===== src/hw/lane_seq_params.svh =====
// Build-time constants of the lane sequencer, included by the package, the RTL and the testbench
`ifndef LANE_SEQ_PARAMS_SVH
`define LANE_SEQ_PARAMS_SVH

// Default number of lanes in the vector unit
`define LS_NR_LANES 4

// Number of instruction ids tracked by the main sequencer
`define LS_NR_VINSN 8

// Width of vl, vstart and every per-queue vl
`define LS_VL_W 16

// Vector register file size, the register index width follows from it
`define LS_NR_VREGS 32

// Operand queues served by this lane
`define LS_NR_OPQ 6
`define LS_VMASK_REG 0

`endif


===== src/hw/lane_seq_pkg.sv =====
// Types exchanged between the lane sequencer blocks and its testbench, referenced by scoped name
`default_nettype none

`include "lane_seq_params.svh"

package lane_seq_pkg;

  typedef logic [$clog2(`LS_NR_VINSN)-1:0] vid_t;
  typedef logic [$clog2(`LS_NR_VREGS)-1:0] vreg_t;
  typedef logic [`LS_VL_W-1:0]             vlen_t;
  typedef logic [`LS_NR_VINSN-1:0]         insn_mask_t;
  // Scalar operand of vector-scalar forms
  typedef logic [15:0]                     scalar_t;

  typedef enum logic [1:0] {VFU_None, VFU_Alu, VFU_MFpu, VFU_StoreUnit} vfu_e;
  typedef enum logic [2:0] {VADD, VSUB, VMUL, VFADD, VSE} op_e;
  typedef enum logic [1:0] {EW8, EW16, EW32, EW64} ew_e;
  typedef enum logic [2:0] {AluA, AluB, MulFpuA, MulFpuB, StA, MaskM} opq_e;
  typedef enum logic {TgtAlu, TgtFpu} target_fu_e;

  // Instruction request from the main sequencer, vm set means unmasked
  typedef struct packed {
    vid_t       id;
    op_e        op;
    vfu_e       vfu;
    logic       vm;
    vreg_t      vs1;
    vreg_t      vs2;
    vreg_t      vd;
    logic       use_vs1;
    logic       use_vs2;
    logic       use_vd;
    ew_e        eew_vs1;
    ew_e        eew_vs2;
    ew_e        vsew;
    vlen_t      vl;
    vlen_t      vstart;
    scalar_t    scalar_op;
    insn_mask_t hazard_vs1;
    insn_mask_t hazard_vs2;
    insn_mask_t hazard_vm;
    insn_mask_t hazard_vd;
  } pe_req_t;

  typedef struct packed {
    insn_mask_t vinsn_done;
  } pe_resp_t;

  // Operation handed to the lane's functional units, vl and vstart are this lane's share
  typedef struct packed {
    vid_t    id;
    op_e     op;
    logic    vm;
    vfu_e    vfu;
    vreg_t   vd;
    logic    use_vd;
    ew_e     vsew;
    scalar_t scalar_op;
    vlen_t   vl;
    vlen_t   vstart;
  } vfu_operation_t;

  typedef struct packed {
    vid_t       id;
    vreg_t      vs;
    ew_e        eew;
    vlen_t      vl;
    vlen_t      vstart;
    insn_mask_t hazard;
    target_fu_e target_fu;
  } opreq_cmd_t;

endpackage

`default_nettype wire


===== src/hw/lane_seq_req_reg.sv =====
// One-entry fall-through buffer between the main sequencer and the lane dispatch logic
`default_nettype none
`timescale 1ns/1ns

module lane_seq_req_reg (
  input  logic                  clk_i,
  input  logic                  rst_ni,
  input  lane_seq_pkg::pe_req_t req_i,
  input  logic                  req_valid_i,
  input  logic                  take_i,
  output logic                  req_ready_o,
  output lane_seq_pkg::pe_req_t req_o,
  output logic                  req_valid_o
);

  lane_seq_pkg::pe_req_t req_q;
  logic                  full_q;

  // An empty buffer lets the incoming request straight through
  assign req_ready_o = !full_q;
  assign req_o       = full_q ? req_q : req_i;
  assign req_valid_o = full_q || req_valid_i;

  always_ff @(posedge clk_i or negedge rst_ni) begin
    if (!rst_ni) begin
      full_q <= 1'b0;
    end else if (full_q) begin
      full_q <= !take_i;
    end else begin
      // Keep the request when dispatch stalls on it
      full_q <= req_valid_i && !take_i;
    end
  end

  always_ff @(posedge clk_i) begin
    if (!full_q && req_valid_i) begin
      req_q <= req_i;
    end
  end

endmodule

`default_nettype wire


===== src/hw/lane_seq_dispatch.sv =====
// Issue logic of one lane: splits vl and vstart, builds operand commands and tracks ids
`default_nettype none
`timescale 1ns/1ns

`include "lane_seq_params.svh"

module lane_seq_dispatch #(
  parameter int unsigned NrLanes = `LS_NR_LANES
) (
  input  logic                                          clk_i,
  input  logic                                          rst_ni,
  input  logic [$clog2(NrLanes)-1:0]                    lane_id_i,
  input  lane_seq_pkg::pe_req_t                         req_i,
  input  logic                                          req_valid_i,
  input  logic [`LS_NR_OPQ-1:0]                         slot_busy_i,
  input  lane_seq_pkg::insn_mask_t                      vinsn_running_i,
  input  lane_seq_pkg::insn_mask_t                      alu_done_i,
  input  lane_seq_pkg::insn_mask_t                      mfpu_done_i,
  output logic                                          take_o,
  output logic [`LS_NR_OPQ-1:0]                         push_o,
  output lane_seq_pkg::opreq_cmd_t [`LS_NR_OPQ-1:0]     cmd_o,
  output lane_seq_pkg::vfu_operation_t                  vfu_operation_o,
  output logic                                          vfu_operation_valid_o,
  output lane_seq_pkg::pe_resp_t                        pe_resp_o,
  output logic                                          alu_vinsn_done_o,
  output logic                                          mfpu_vinsn_done_o
);

  localparam int unsigned LaneW = $clog2(NrLanes);
  // One mask byte covers eight elements in every lane
  localparam int unsigned MaskShift = LaneW + 3;

  lane_seq_pkg::vlen_t          lane_vl, lane_vstart, sta_vl, mask_vl;
  logic [`LS_NR_OPQ-1:0]        need, push_req;
  logic                         mute, issue, op_valid_d;
  lane_seq_pkg::insn_mask_t     running_kept, running_d, running_q, done_d, done_q;
  lane_seq_pkg::vfu_operation_t op_d;

  // Elements of n that fall on this lane, lanes below n mod N get one extra
  function automatic lane_seq_pkg::vlen_t lane_share(lane_seq_pkg::vlen_t n,
                                                     logic [LaneW-1:0] lane);
    lane_seq_pkg::vlen_t share;
    share = n >> LaneW;
    if (lane < n[LaneW-1:0]) share = share + 1'b1;
    return share;
  endfunction

  function automatic lane_seq_pkg::opreq_cmd_t mk_cmd(
    lane_seq_pkg::vid_t id_a, lane_seq_pkg::vreg_t vs_a, lane_seq_pkg::ew_e eew_a,
    lane_seq_pkg::vlen_t vl_a, lane_seq_pkg::vlen_t vstart_a,
    lane_seq_pkg::insn_mask_t hazard_a, lane_seq_pkg::target_fu_e tgt_a);
    return '{id: id_a, vs: vs_a, eew: eew_a, vl: vl_a, vstart: vstart_a,
             hazard: hazard_a, target_fu: tgt_a};
  endfunction

  ////////////////////////////////////////
  // Lane arithmetic
  ////////////////////////////////////////

  always_comb begin
    lane_vl     = lane_share(req_i.vl, lane_id_i);
    lane_vstart = lane_share(req_i.vstart, lane_id_i);
    // The store unit gathers from all lanes, so round up
    sta_vl      = (req_i.vl >> LaneW) + {{(`LS_VL_W-1){1'b0}}, |req_i.vl[LaneW-1:0]};
    mask_vl     = req_i.vl >> (MaskShift + int'(req_i.vsew));
    if ((mask_vl << (MaskShift + int'(req_i.vsew))) != req_i.vl) mask_vl = mask_vl + 1'b1;
  end

  // Queues each unit needs free, and the ones it actually fills
  always_comb begin
    need     = '0;
    push_req = '0;
    unique case (req_i.vfu)
      lane_seq_pkg::VFU_Alu: begin
        need[lane_seq_pkg::AluA]      = 1'b1;
        need[lane_seq_pkg::AluB]      = 1'b1;
        need[lane_seq_pkg::MaskM]     = 1'b1;
        push_req[lane_seq_pkg::AluA]  = req_i.use_vs1;
        push_req[lane_seq_pkg::AluB]  = req_i.use_vs2;
        push_req[lane_seq_pkg::MaskM] = !req_i.vm;
      end
      lane_seq_pkg::VFU_MFpu: begin
        need[lane_seq_pkg::MulFpuA]     = 1'b1;
        need[lane_seq_pkg::MulFpuB]     = 1'b1;
        need[lane_seq_pkg::MaskM]       = 1'b1;
        push_req[lane_seq_pkg::MulFpuA] = req_i.use_vs1;
        push_req[lane_seq_pkg::MulFpuB] = req_i.use_vs2;
        push_req[lane_seq_pkg::MaskM]   = !req_i.vm;
      end
      lane_seq_pkg::VFU_StoreUnit: begin
        need[lane_seq_pkg::StA]       = 1'b1;
        need[lane_seq_pkg::MaskM]     = 1'b1;
        push_req[lane_seq_pkg::StA]   = req_i.use_vs1;
        push_req[lane_seq_pkg::MaskM] = !req_i.vm;
      end
      default: ;
    endcase
  end

  // Commands are built for every queue, only the pushed ones are stored
  always_comb begin
    cmd_o[lane_seq_pkg::AluA] = mk_cmd(req_i.id, req_i.vs1, req_i.eew_vs1, lane_vl,
      lane_vstart, req_i.hazard_vs1 | req_i.hazard_vd, lane_seq_pkg::TgtAlu);
    cmd_o[lane_seq_pkg::AluB] = mk_cmd(req_i.id, req_i.vs2, req_i.eew_vs2, lane_vl,
      lane_vstart, req_i.hazard_vs2 | req_i.hazard_vd, lane_seq_pkg::TgtAlu);
    cmd_o[lane_seq_pkg::MulFpuA] = mk_cmd(req_i.id, req_i.vs1, req_i.eew_vs1, lane_vl,
      lane_vstart, req_i.hazard_vs1 | req_i.hazard_vd, lane_seq_pkg::TgtFpu);
    cmd_o[lane_seq_pkg::MulFpuB] = mk_cmd(req_i.id, req_i.vs2, req_i.eew_vs2, lane_vl,
      lane_vstart, req_i.hazard_vs2 | req_i.hazard_vd, lane_seq_pkg::TgtFpu);
    cmd_o[lane_seq_pkg::StA] = mk_cmd(req_i.id, req_i.vs1, req_i.eew_vs1, sta_vl,
      lane_vstart, req_i.hazard_vs1 | req_i.hazard_vd, lane_seq_pkg::TgtAlu);
    cmd_o[lane_seq_pkg::MaskM] = mk_cmd(req_i.id, lane_seq_pkg::vreg_t'(`LS_VMASK_REG),
      req_i.vsew, mask_vl, lane_vstart, req_i.hazard_vm | req_i.hazard_vd,
      lane_seq_pkg::TgtAlu);
  end

  ////////////////////////////////////////
  // Issue and id tracking
  ////////////////////////////////////////

  always_comb begin
    running_kept = running_q & vinsn_running_i;
    mute  = (req_i.vfu inside {lane_seq_pkg::VFU_Alu, lane_seq_pkg::VFU_MFpu}) &&
            (lane_vl == '0);
    issue = req_valid_i && !(|(need & slot_busy_i)) && !running_kept[req_i.id];

    take_o     = issue;
    push_o     = (issue && !mute) ? push_req : '0;
    op_valid_d = issue && !mute && (req_i.vfu != lane_seq_pkg::VFU_None);

    running_d = running_kept;
    if (op_valid_d) running_d[req_i.id] = 1'b1;

    // An empty lane finishes its share at once
    done_d = alu_done_i | mfpu_done_i;
    if (issue && mute) done_d[req_i.id] = 1'b1;

    op_d = '{id: req_i.id, op: req_i.op, vm: req_i.vm, vfu: req_i.vfu, vd: req_i.vd,
             use_vd: req_i.use_vd, vsew: req_i.vsew, scalar_op: req_i.scalar_op,
             vl: lane_vl, vstart: lane_vstart};
  end

  assign pe_resp_o.vinsn_done = done_q;

  always_ff @(posedge clk_i or negedge rst_ni) begin
    if (!rst_ni) begin
      running_q             <= '0;
      done_q                <= '0;
      vfu_operation_valid_o <= 1'b0;
      alu_vinsn_done_o      <= 1'b0;
      mfpu_vinsn_done_o     <= 1'b0;
    end else begin
      running_q             <= running_d;
      done_q                <= done_d;
      vfu_operation_valid_o <= op_valid_d;
      alu_vinsn_done_o      <= |alu_done_i;
      mfpu_vinsn_done_o     <= |mfpu_done_i;
    end
  end

  always_ff @(posedge clk_i) begin
    if (op_valid_d) begin
      vfu_operation_o <= op_d;
    end
  end

endmodule

`default_nettype wire


===== src/hw/lane_seq_opreq_slots.sv =====
// Per-queue holding registers for operand-request commands, drained by the operand requester
`default_nettype none
`timescale 1ns/1ns

`include "lane_seq_params.svh"

module lane_seq_opreq_slots (
  input  logic                                      clk_i,
  input  logic                                      rst_ni,
  input  logic [`LS_NR_OPQ-1:0]                     push_i,
  input  lane_seq_pkg::opreq_cmd_t [`LS_NR_OPQ-1:0] cmd_i,
  input  logic [`LS_NR_OPQ-1:0]                     ready_i,
  output lane_seq_pkg::opreq_cmd_t [`LS_NR_OPQ-1:0] cmd_o,
  output logic [`LS_NR_OPQ-1:0]                     valid_o
);

  lane_seq_pkg::opreq_cmd_t [`LS_NR_OPQ-1:0] cmd_d;
  logic [`LS_NR_OPQ-1:0]                     valid_d;

  always_comb begin
    for (int q = 0; q < `LS_NR_OPQ; q++) begin
      cmd_d[q]   = ready_i[q] ? '0 : cmd_o[q];
      valid_d[q] = valid_o[q] && !ready_i[q];
      // A new command wins over the clear in the same cycle
      if (push_i[q]) begin
        cmd_d[q]   = cmd_i[q];
        valid_d[q] = 1'b1;
      end
    end
  end

  always_ff @(posedge clk_i or negedge rst_ni) begin
    if (!rst_ni) begin
      valid_o <= '0;
    end else begin
      valid_o <= valid_d;
    end
  end

  always_ff @(posedge clk_i) begin
    cmd_o <= cmd_d;
  end

endmodule

`default_nettype wire


===== src/hw/lane_sequencer.sv =====
// Top level of the per-lane sequencer, instantiated once per lane of the vector unit
`default_nettype none
`timescale 1ns/1ns

`include "lane_seq_params.svh"

module lane_sequencer #(
  parameter int unsigned NrLanes = `LS_NR_LANES
) (
  input  logic                                      clk_i,
  input  logic                                      rst_ni,
  input  logic [$clog2(NrLanes)-1:0]                lane_id_i,
  // Main sequencer side
  input  lane_seq_pkg::pe_req_t                     pe_req_i,
  input  logic                                      pe_req_valid_i,
  input  lane_seq_pkg::insn_mask_t                  pe_vinsn_running_i,
  output logic                                      pe_req_ready_o,
  output lane_seq_pkg::pe_resp_t                    pe_resp_o,
  // Operand requester side
  output lane_seq_pkg::opreq_cmd_t [`LS_NR_OPQ-1:0] operand_request_o,
  output logic [`LS_NR_OPQ-1:0]                     operand_request_valid_o,
  input  logic [`LS_NR_OPQ-1:0]                     operand_request_ready_i,
  // Functional unit side
  output lane_seq_pkg::vfu_operation_t              vfu_operation_o,
  output logic                                      vfu_operation_valid_o,
  input  lane_seq_pkg::insn_mask_t                  alu_vinsn_done_i,
  input  lane_seq_pkg::insn_mask_t                  mfpu_vinsn_done_i,
  output logic                                      alu_vinsn_done_o,
  output logic                                      mfpu_vinsn_done_o
);

  lane_seq_pkg::pe_req_t                     req;
  logic                                      req_valid, take;
  logic [`LS_NR_OPQ-1:0]                     push;
  lane_seq_pkg::opreq_cmd_t [`LS_NR_OPQ-1:0] cmd;

  lane_seq_req_reg req_reg_inst (
    .clk_i(clk_i), .rst_ni(rst_ni), .req_i(pe_req_i), .req_valid_i(pe_req_valid_i),
    .take_i(take), .req_ready_o(pe_req_ready_o), .req_o(req), .req_valid_o(req_valid)
  );

  lane_seq_dispatch #(.NrLanes(NrLanes)) dispatch_inst (
    .clk_i(clk_i), .rst_ni(rst_ni), .lane_id_i(lane_id_i), .req_i(req),
    .req_valid_i(req_valid), .slot_busy_i(operand_request_valid_o),
    .vinsn_running_i(pe_vinsn_running_i), .alu_done_i(alu_vinsn_done_i),
    .mfpu_done_i(mfpu_vinsn_done_i), .take_o(take), .push_o(push), .cmd_o(cmd),
    .vfu_operation_o(vfu_operation_o), .vfu_operation_valid_o(vfu_operation_valid_o),
    .pe_resp_o(pe_resp_o), .alu_vinsn_done_o(alu_vinsn_done_o),
    .mfpu_vinsn_done_o(mfpu_vinsn_done_o)
  );

  lane_seq_opreq_slots slots_inst (
    .clk_i(clk_i), .rst_ni(rst_ni), .push_i(push), .cmd_i(cmd),
    .ready_i(operand_request_ready_i), .cmd_o(operand_request_o),
    .valid_o(operand_request_valid_o)
  );

endmodule

`default_nettype wire


===== config.mk =====
export PLATFORM = sky130hd
export DESIGN_NAME = lane_sequencer
export DESIGN_NICKNAME = d
export VERILOG_FILES = /design/src/hw/lane_seq_pkg.sv /design/src/hw/lane_seq_req_reg.sv /design/src/hw/lane_seq_dispatch.sv /design/src/hw/lane_seq_opreq_slots.sv /design/src/hw/lane_sequencer.sv
export VERILOG_INCLUDE_DIRS = /design/src /design/src/hw
export SDC_FILE = /design/constraint.sdc
export NUM_CORES = 1
export LEC_CHECK = 0
export ABC_AREA = 1
export ABC_CLOCK_PERIOD_IN_PS = 7400
export BUFFER_PORTS_ARGS = -buffer_cell sky130_fd_sc_hd__buf_4
export CAP_MARGIN = 15
export CORE_UTILIZATION = 46
export CTS_CLUSTER_SIZE = 30
export DETAILED_ROUTE_END_ITERATION = 7
export GPL_TIMING_DRIVEN = 0
export PLACE_DENSITY_LB_ADDON = 0.08
export SLEW_MARGIN = 20
export SYNTH_ARGS = -nofsm -noshare
export SYNTH_HDL_FRONTEND = slang
export SYNTH_SLANG_ARGS = --single-unit

===== constraint.sdc =====
create_clock -name clk_i -period 7.4 [get_ports clk_i]
set_clock_uncertainty 0.05 [all_clocks]
set_input_delay 1.48 -clock clk_i [delete_from_list [all_inputs] [get_ports clk_i]]
set_output_delay 1.48 -clock clk_i [all_outputs]
set_load 0.01 [all_outputs]

==> results.ini <==
[grt]
grt_max_degree=43
grt_overflow=0
grtUsageTotal_pct=30.9
grt_pass1_wl_um=104000
grt_pass1_vias=15600
antenna_found_initial=8

[cts]
post_cts_buffers=0
clk_latency_ps=590
htreeDepth=2
cts-root-buf=clkbuf_16
hold_buffers=0
cts_tree=yes
postCtsResizedCells=0
cts_buffers=50
cts_sinks=484
cts.path.max_buffers=3
clk_pin_slew_worst_paths_ps=60

[place]
dpl-instance-area_mm2=0.0260
post-dp-hpwl_um=54500
portBuffers=510
detailedPlace.worstSlack_ps=1240
place.gp.congestion=0.941

[logic_synthesis]
ys_types=42
syn_inst=1909
synth_area_leaders=edfxtp_1, nand2_1, nor2_1, nand3_1, dfrtp_1
yosys_warnings=0
netlist.area_leader.share_pct=65.3
ys.flop_type=edfxtp_1
ys_ff_latch=484
synth_common_cells=nand2_1, edfxtp_1, nor2_1
ys_seq_area_share_pct=68.6
synth_area_per_cell_um2=11.0
synth_area_leader_cell=edfxtp_1
syn-cell-area_mm2=0.0210
synth_most_common_cell=nand2_1
synth_edf_count=456
synthArstFlopShare_pct=5.37

[critical_path]
endpoint=slots_inst.cmd_o[80]$_SDFFCE_PN0P_
cp.required_ps=7610
crit_start=req_reg_inst.full_q$_DFF_PN0_
startpoint_type=flip-flop
r2r_setup_slack_ps=1310
rr_endpoint=slots_inst.cmd_o[80]$_SDFFCE_PN0P_
r2r-start=req_reg_inst.full_q$_DFF_PN0_
cp_max_fo=32
setup.worst_path.class=flip-flop to flip-flop
crit_arrival_ps=6300
crit_path_end_kind=flip-flop
r2r_cells=20

[cells_and_area]
fillers=3632
final_net_count=2670
multi_input_area_mm2=0.00566
fin_area_mm2=0.0277
area_growth_pct=32.2
drive_above_1_share_pct=29.1
seqCellArea_mm2=0.0144

[route]
avgViaCountPerCell=5.20
via_count=16400
dr.first_iter.drc_count=1443
detail-route-antenna-nets=0
dr.pass1.iters=5
drc=0
finalWirelength_um=72500
wl_per_cell_um=23.0

[run]
max-cap-violations=0

[hold_path]
min_path_type=flip-flop to flip-flop
min-delay-start=slots_inst.cmd_o[153]$_SDFFE_PP1P_

[sta]
slew_viol_final=0
slew_headroom_pct=33.4
worstMarginPinSlew_ps=995
max_clock_freq_mhz=164
finalCriticalPeriod_ps=6090
finalCritPeriodShare_pct=82.3
fin_ws_ps=1310
rsz0062_at_grt=false
setup_viol=0
hold_violations=0

[floorplan]
io_pins=537
initial_utilization_pct=47.0
dieArea_mm2=0.0465
die_x_um=216
core-area_mm2=0.0446
die_h_um=216
num_rows=77

[power_and_ir_drop]
p_per_area_mw_per_mm2=431
p_leak_uw=0.0125
ir_worst_vdd_mv=0.221

[run_status]
outcome=completed

## sequential cells by signal, indices dropped and copies added (netlist names)
name / cells
dispatch_inst.running_q: 8
dispatch_inst.mfpu_vinsn_done_o: 1
req_reg_inst.full_q: 1
dispatch_inst.alu_vinsn_done_o: 1
dispatch_inst.vfu_operation_valid_o: 1
slots_inst.cmd_o: 282
dispatch_inst.pe_resp_o: 8
slots_inst.valid_o: 6
dispatch_inst.vfu_operation_o: 63
req_reg_inst.req_q: 113
## cells by family after synthesis
kind of cell	count (synthesis)	share of synthesized area (%)
buf+inv	225	5.16
mux	21	1.00
fa+ha+maj	13	0.775
simple gates	1072	21.4
xor+xnor	33	1.41
other cells	1	0.0179
compound gates	60	1.65
flops	484	68.6
## worst min-delay path by stage
| stage | slack (ps) | cells after the start | to |
|---|---|---|---|
| 5_1_grt | 440 | 2 | slots_inst.cmd_o[102]$_SDFFE_PP1P_ |
| 2_1_floorplan | 390 | 2 | dispatch_inst.running_q[1]$_DFF_PN0_ |
| 3_3_place_gp | 390 | 2 | slots_inst.cmd_o[102]$_SDFFE_PP1P_ |
| 4_1_cts | 410 | 2 | slots_inst.cmd_o[153]$_SDFFE_PP1P_ |
| 6_report | 410 | 2 | slots_inst.cmd_o[153]$_SDFFE_PP1P_ |
| 3_5_place_dp | 400 | 2 | slots_inst.cmd_o[153]$_SDFFE_PP1P_ |
## report_power, final
part           switching (µW)  internal, µW
logic                    3420          1660
registers                 232          3990
clock network            1080          1580
total                    4730          7230
## critical path, stage by stage (launching register included)
cell      delay, ps
dfrtp_1         460
buf_4           220
buf_6           160
buf_4           210
buf_6           200
buf_2           240
clkbuf_1        490
clkbuf_1        590
o21ai_0         370
ha_1            320
o21ai_0          80
nand2_1          90
a211oi_1        340
o31ai_1         180
nor4_4          490
nand2_4         130
nor2_2          150
nand2_2         120
buf_4           240
nand2_4         280
buf_12          290
## cells in the final DEF, fill, tap and decap left out, types with 22 or more instances in the layout
master     instances
nand3_1          163
inv_1            121
buf_4            562
o21ai_0           24
edfxtp_1         456
nor2_1           342
xor2_1            30
buf_2             22
nand2_1          476
conb_1            26
dfrtp_1           26
clkbuf_16         51
## routing by layer
layer	GRT usage, %	wire length (µm)	up-vias
met5	0	8	-
met4	9.74	2100	2
met3	5.00	5410	114
met2	52.4	35700	784
met1	40.6	29300	7936
li1	-	-	7553
## per-stage QoR
| stage | utilization (%) | std cells | TNS [ps] | total power [µW] | hold WS (ps) |
|---|---|---|---|---|---|
| 2_1_floorplan | - | 1934 | 0 | 6960 | 393 |
| 3_3_place_gp | 57.5 | 3036 | -481210 | 9240 | 392 |
| 3_5_place_dp | 58.3 | 3049 | 0 | 9320 | 396 |
| 4_1_cts | 62.1 | 3143 | 0 | 12000 | 407 |
| 5_1_grt | 62.2 | 3148 | 0 | 12600 | 437 |
| 6_report | 62.2 | 3149 | 0 | 12000 | 406 |
## final cells by class
class,instances,share of cell area (%)
flip-flops and latches,484,51.9
multi-input cells,1225,20.4
repair buffers,523,14.9
clock buffers,56,4.67
well taps,592,2.67
plain buffers,98,2.18
inverters,127,1.72
clock inverters,38,1.57
diodes,6,0.0541
Power figures use the tool's default switching activity.
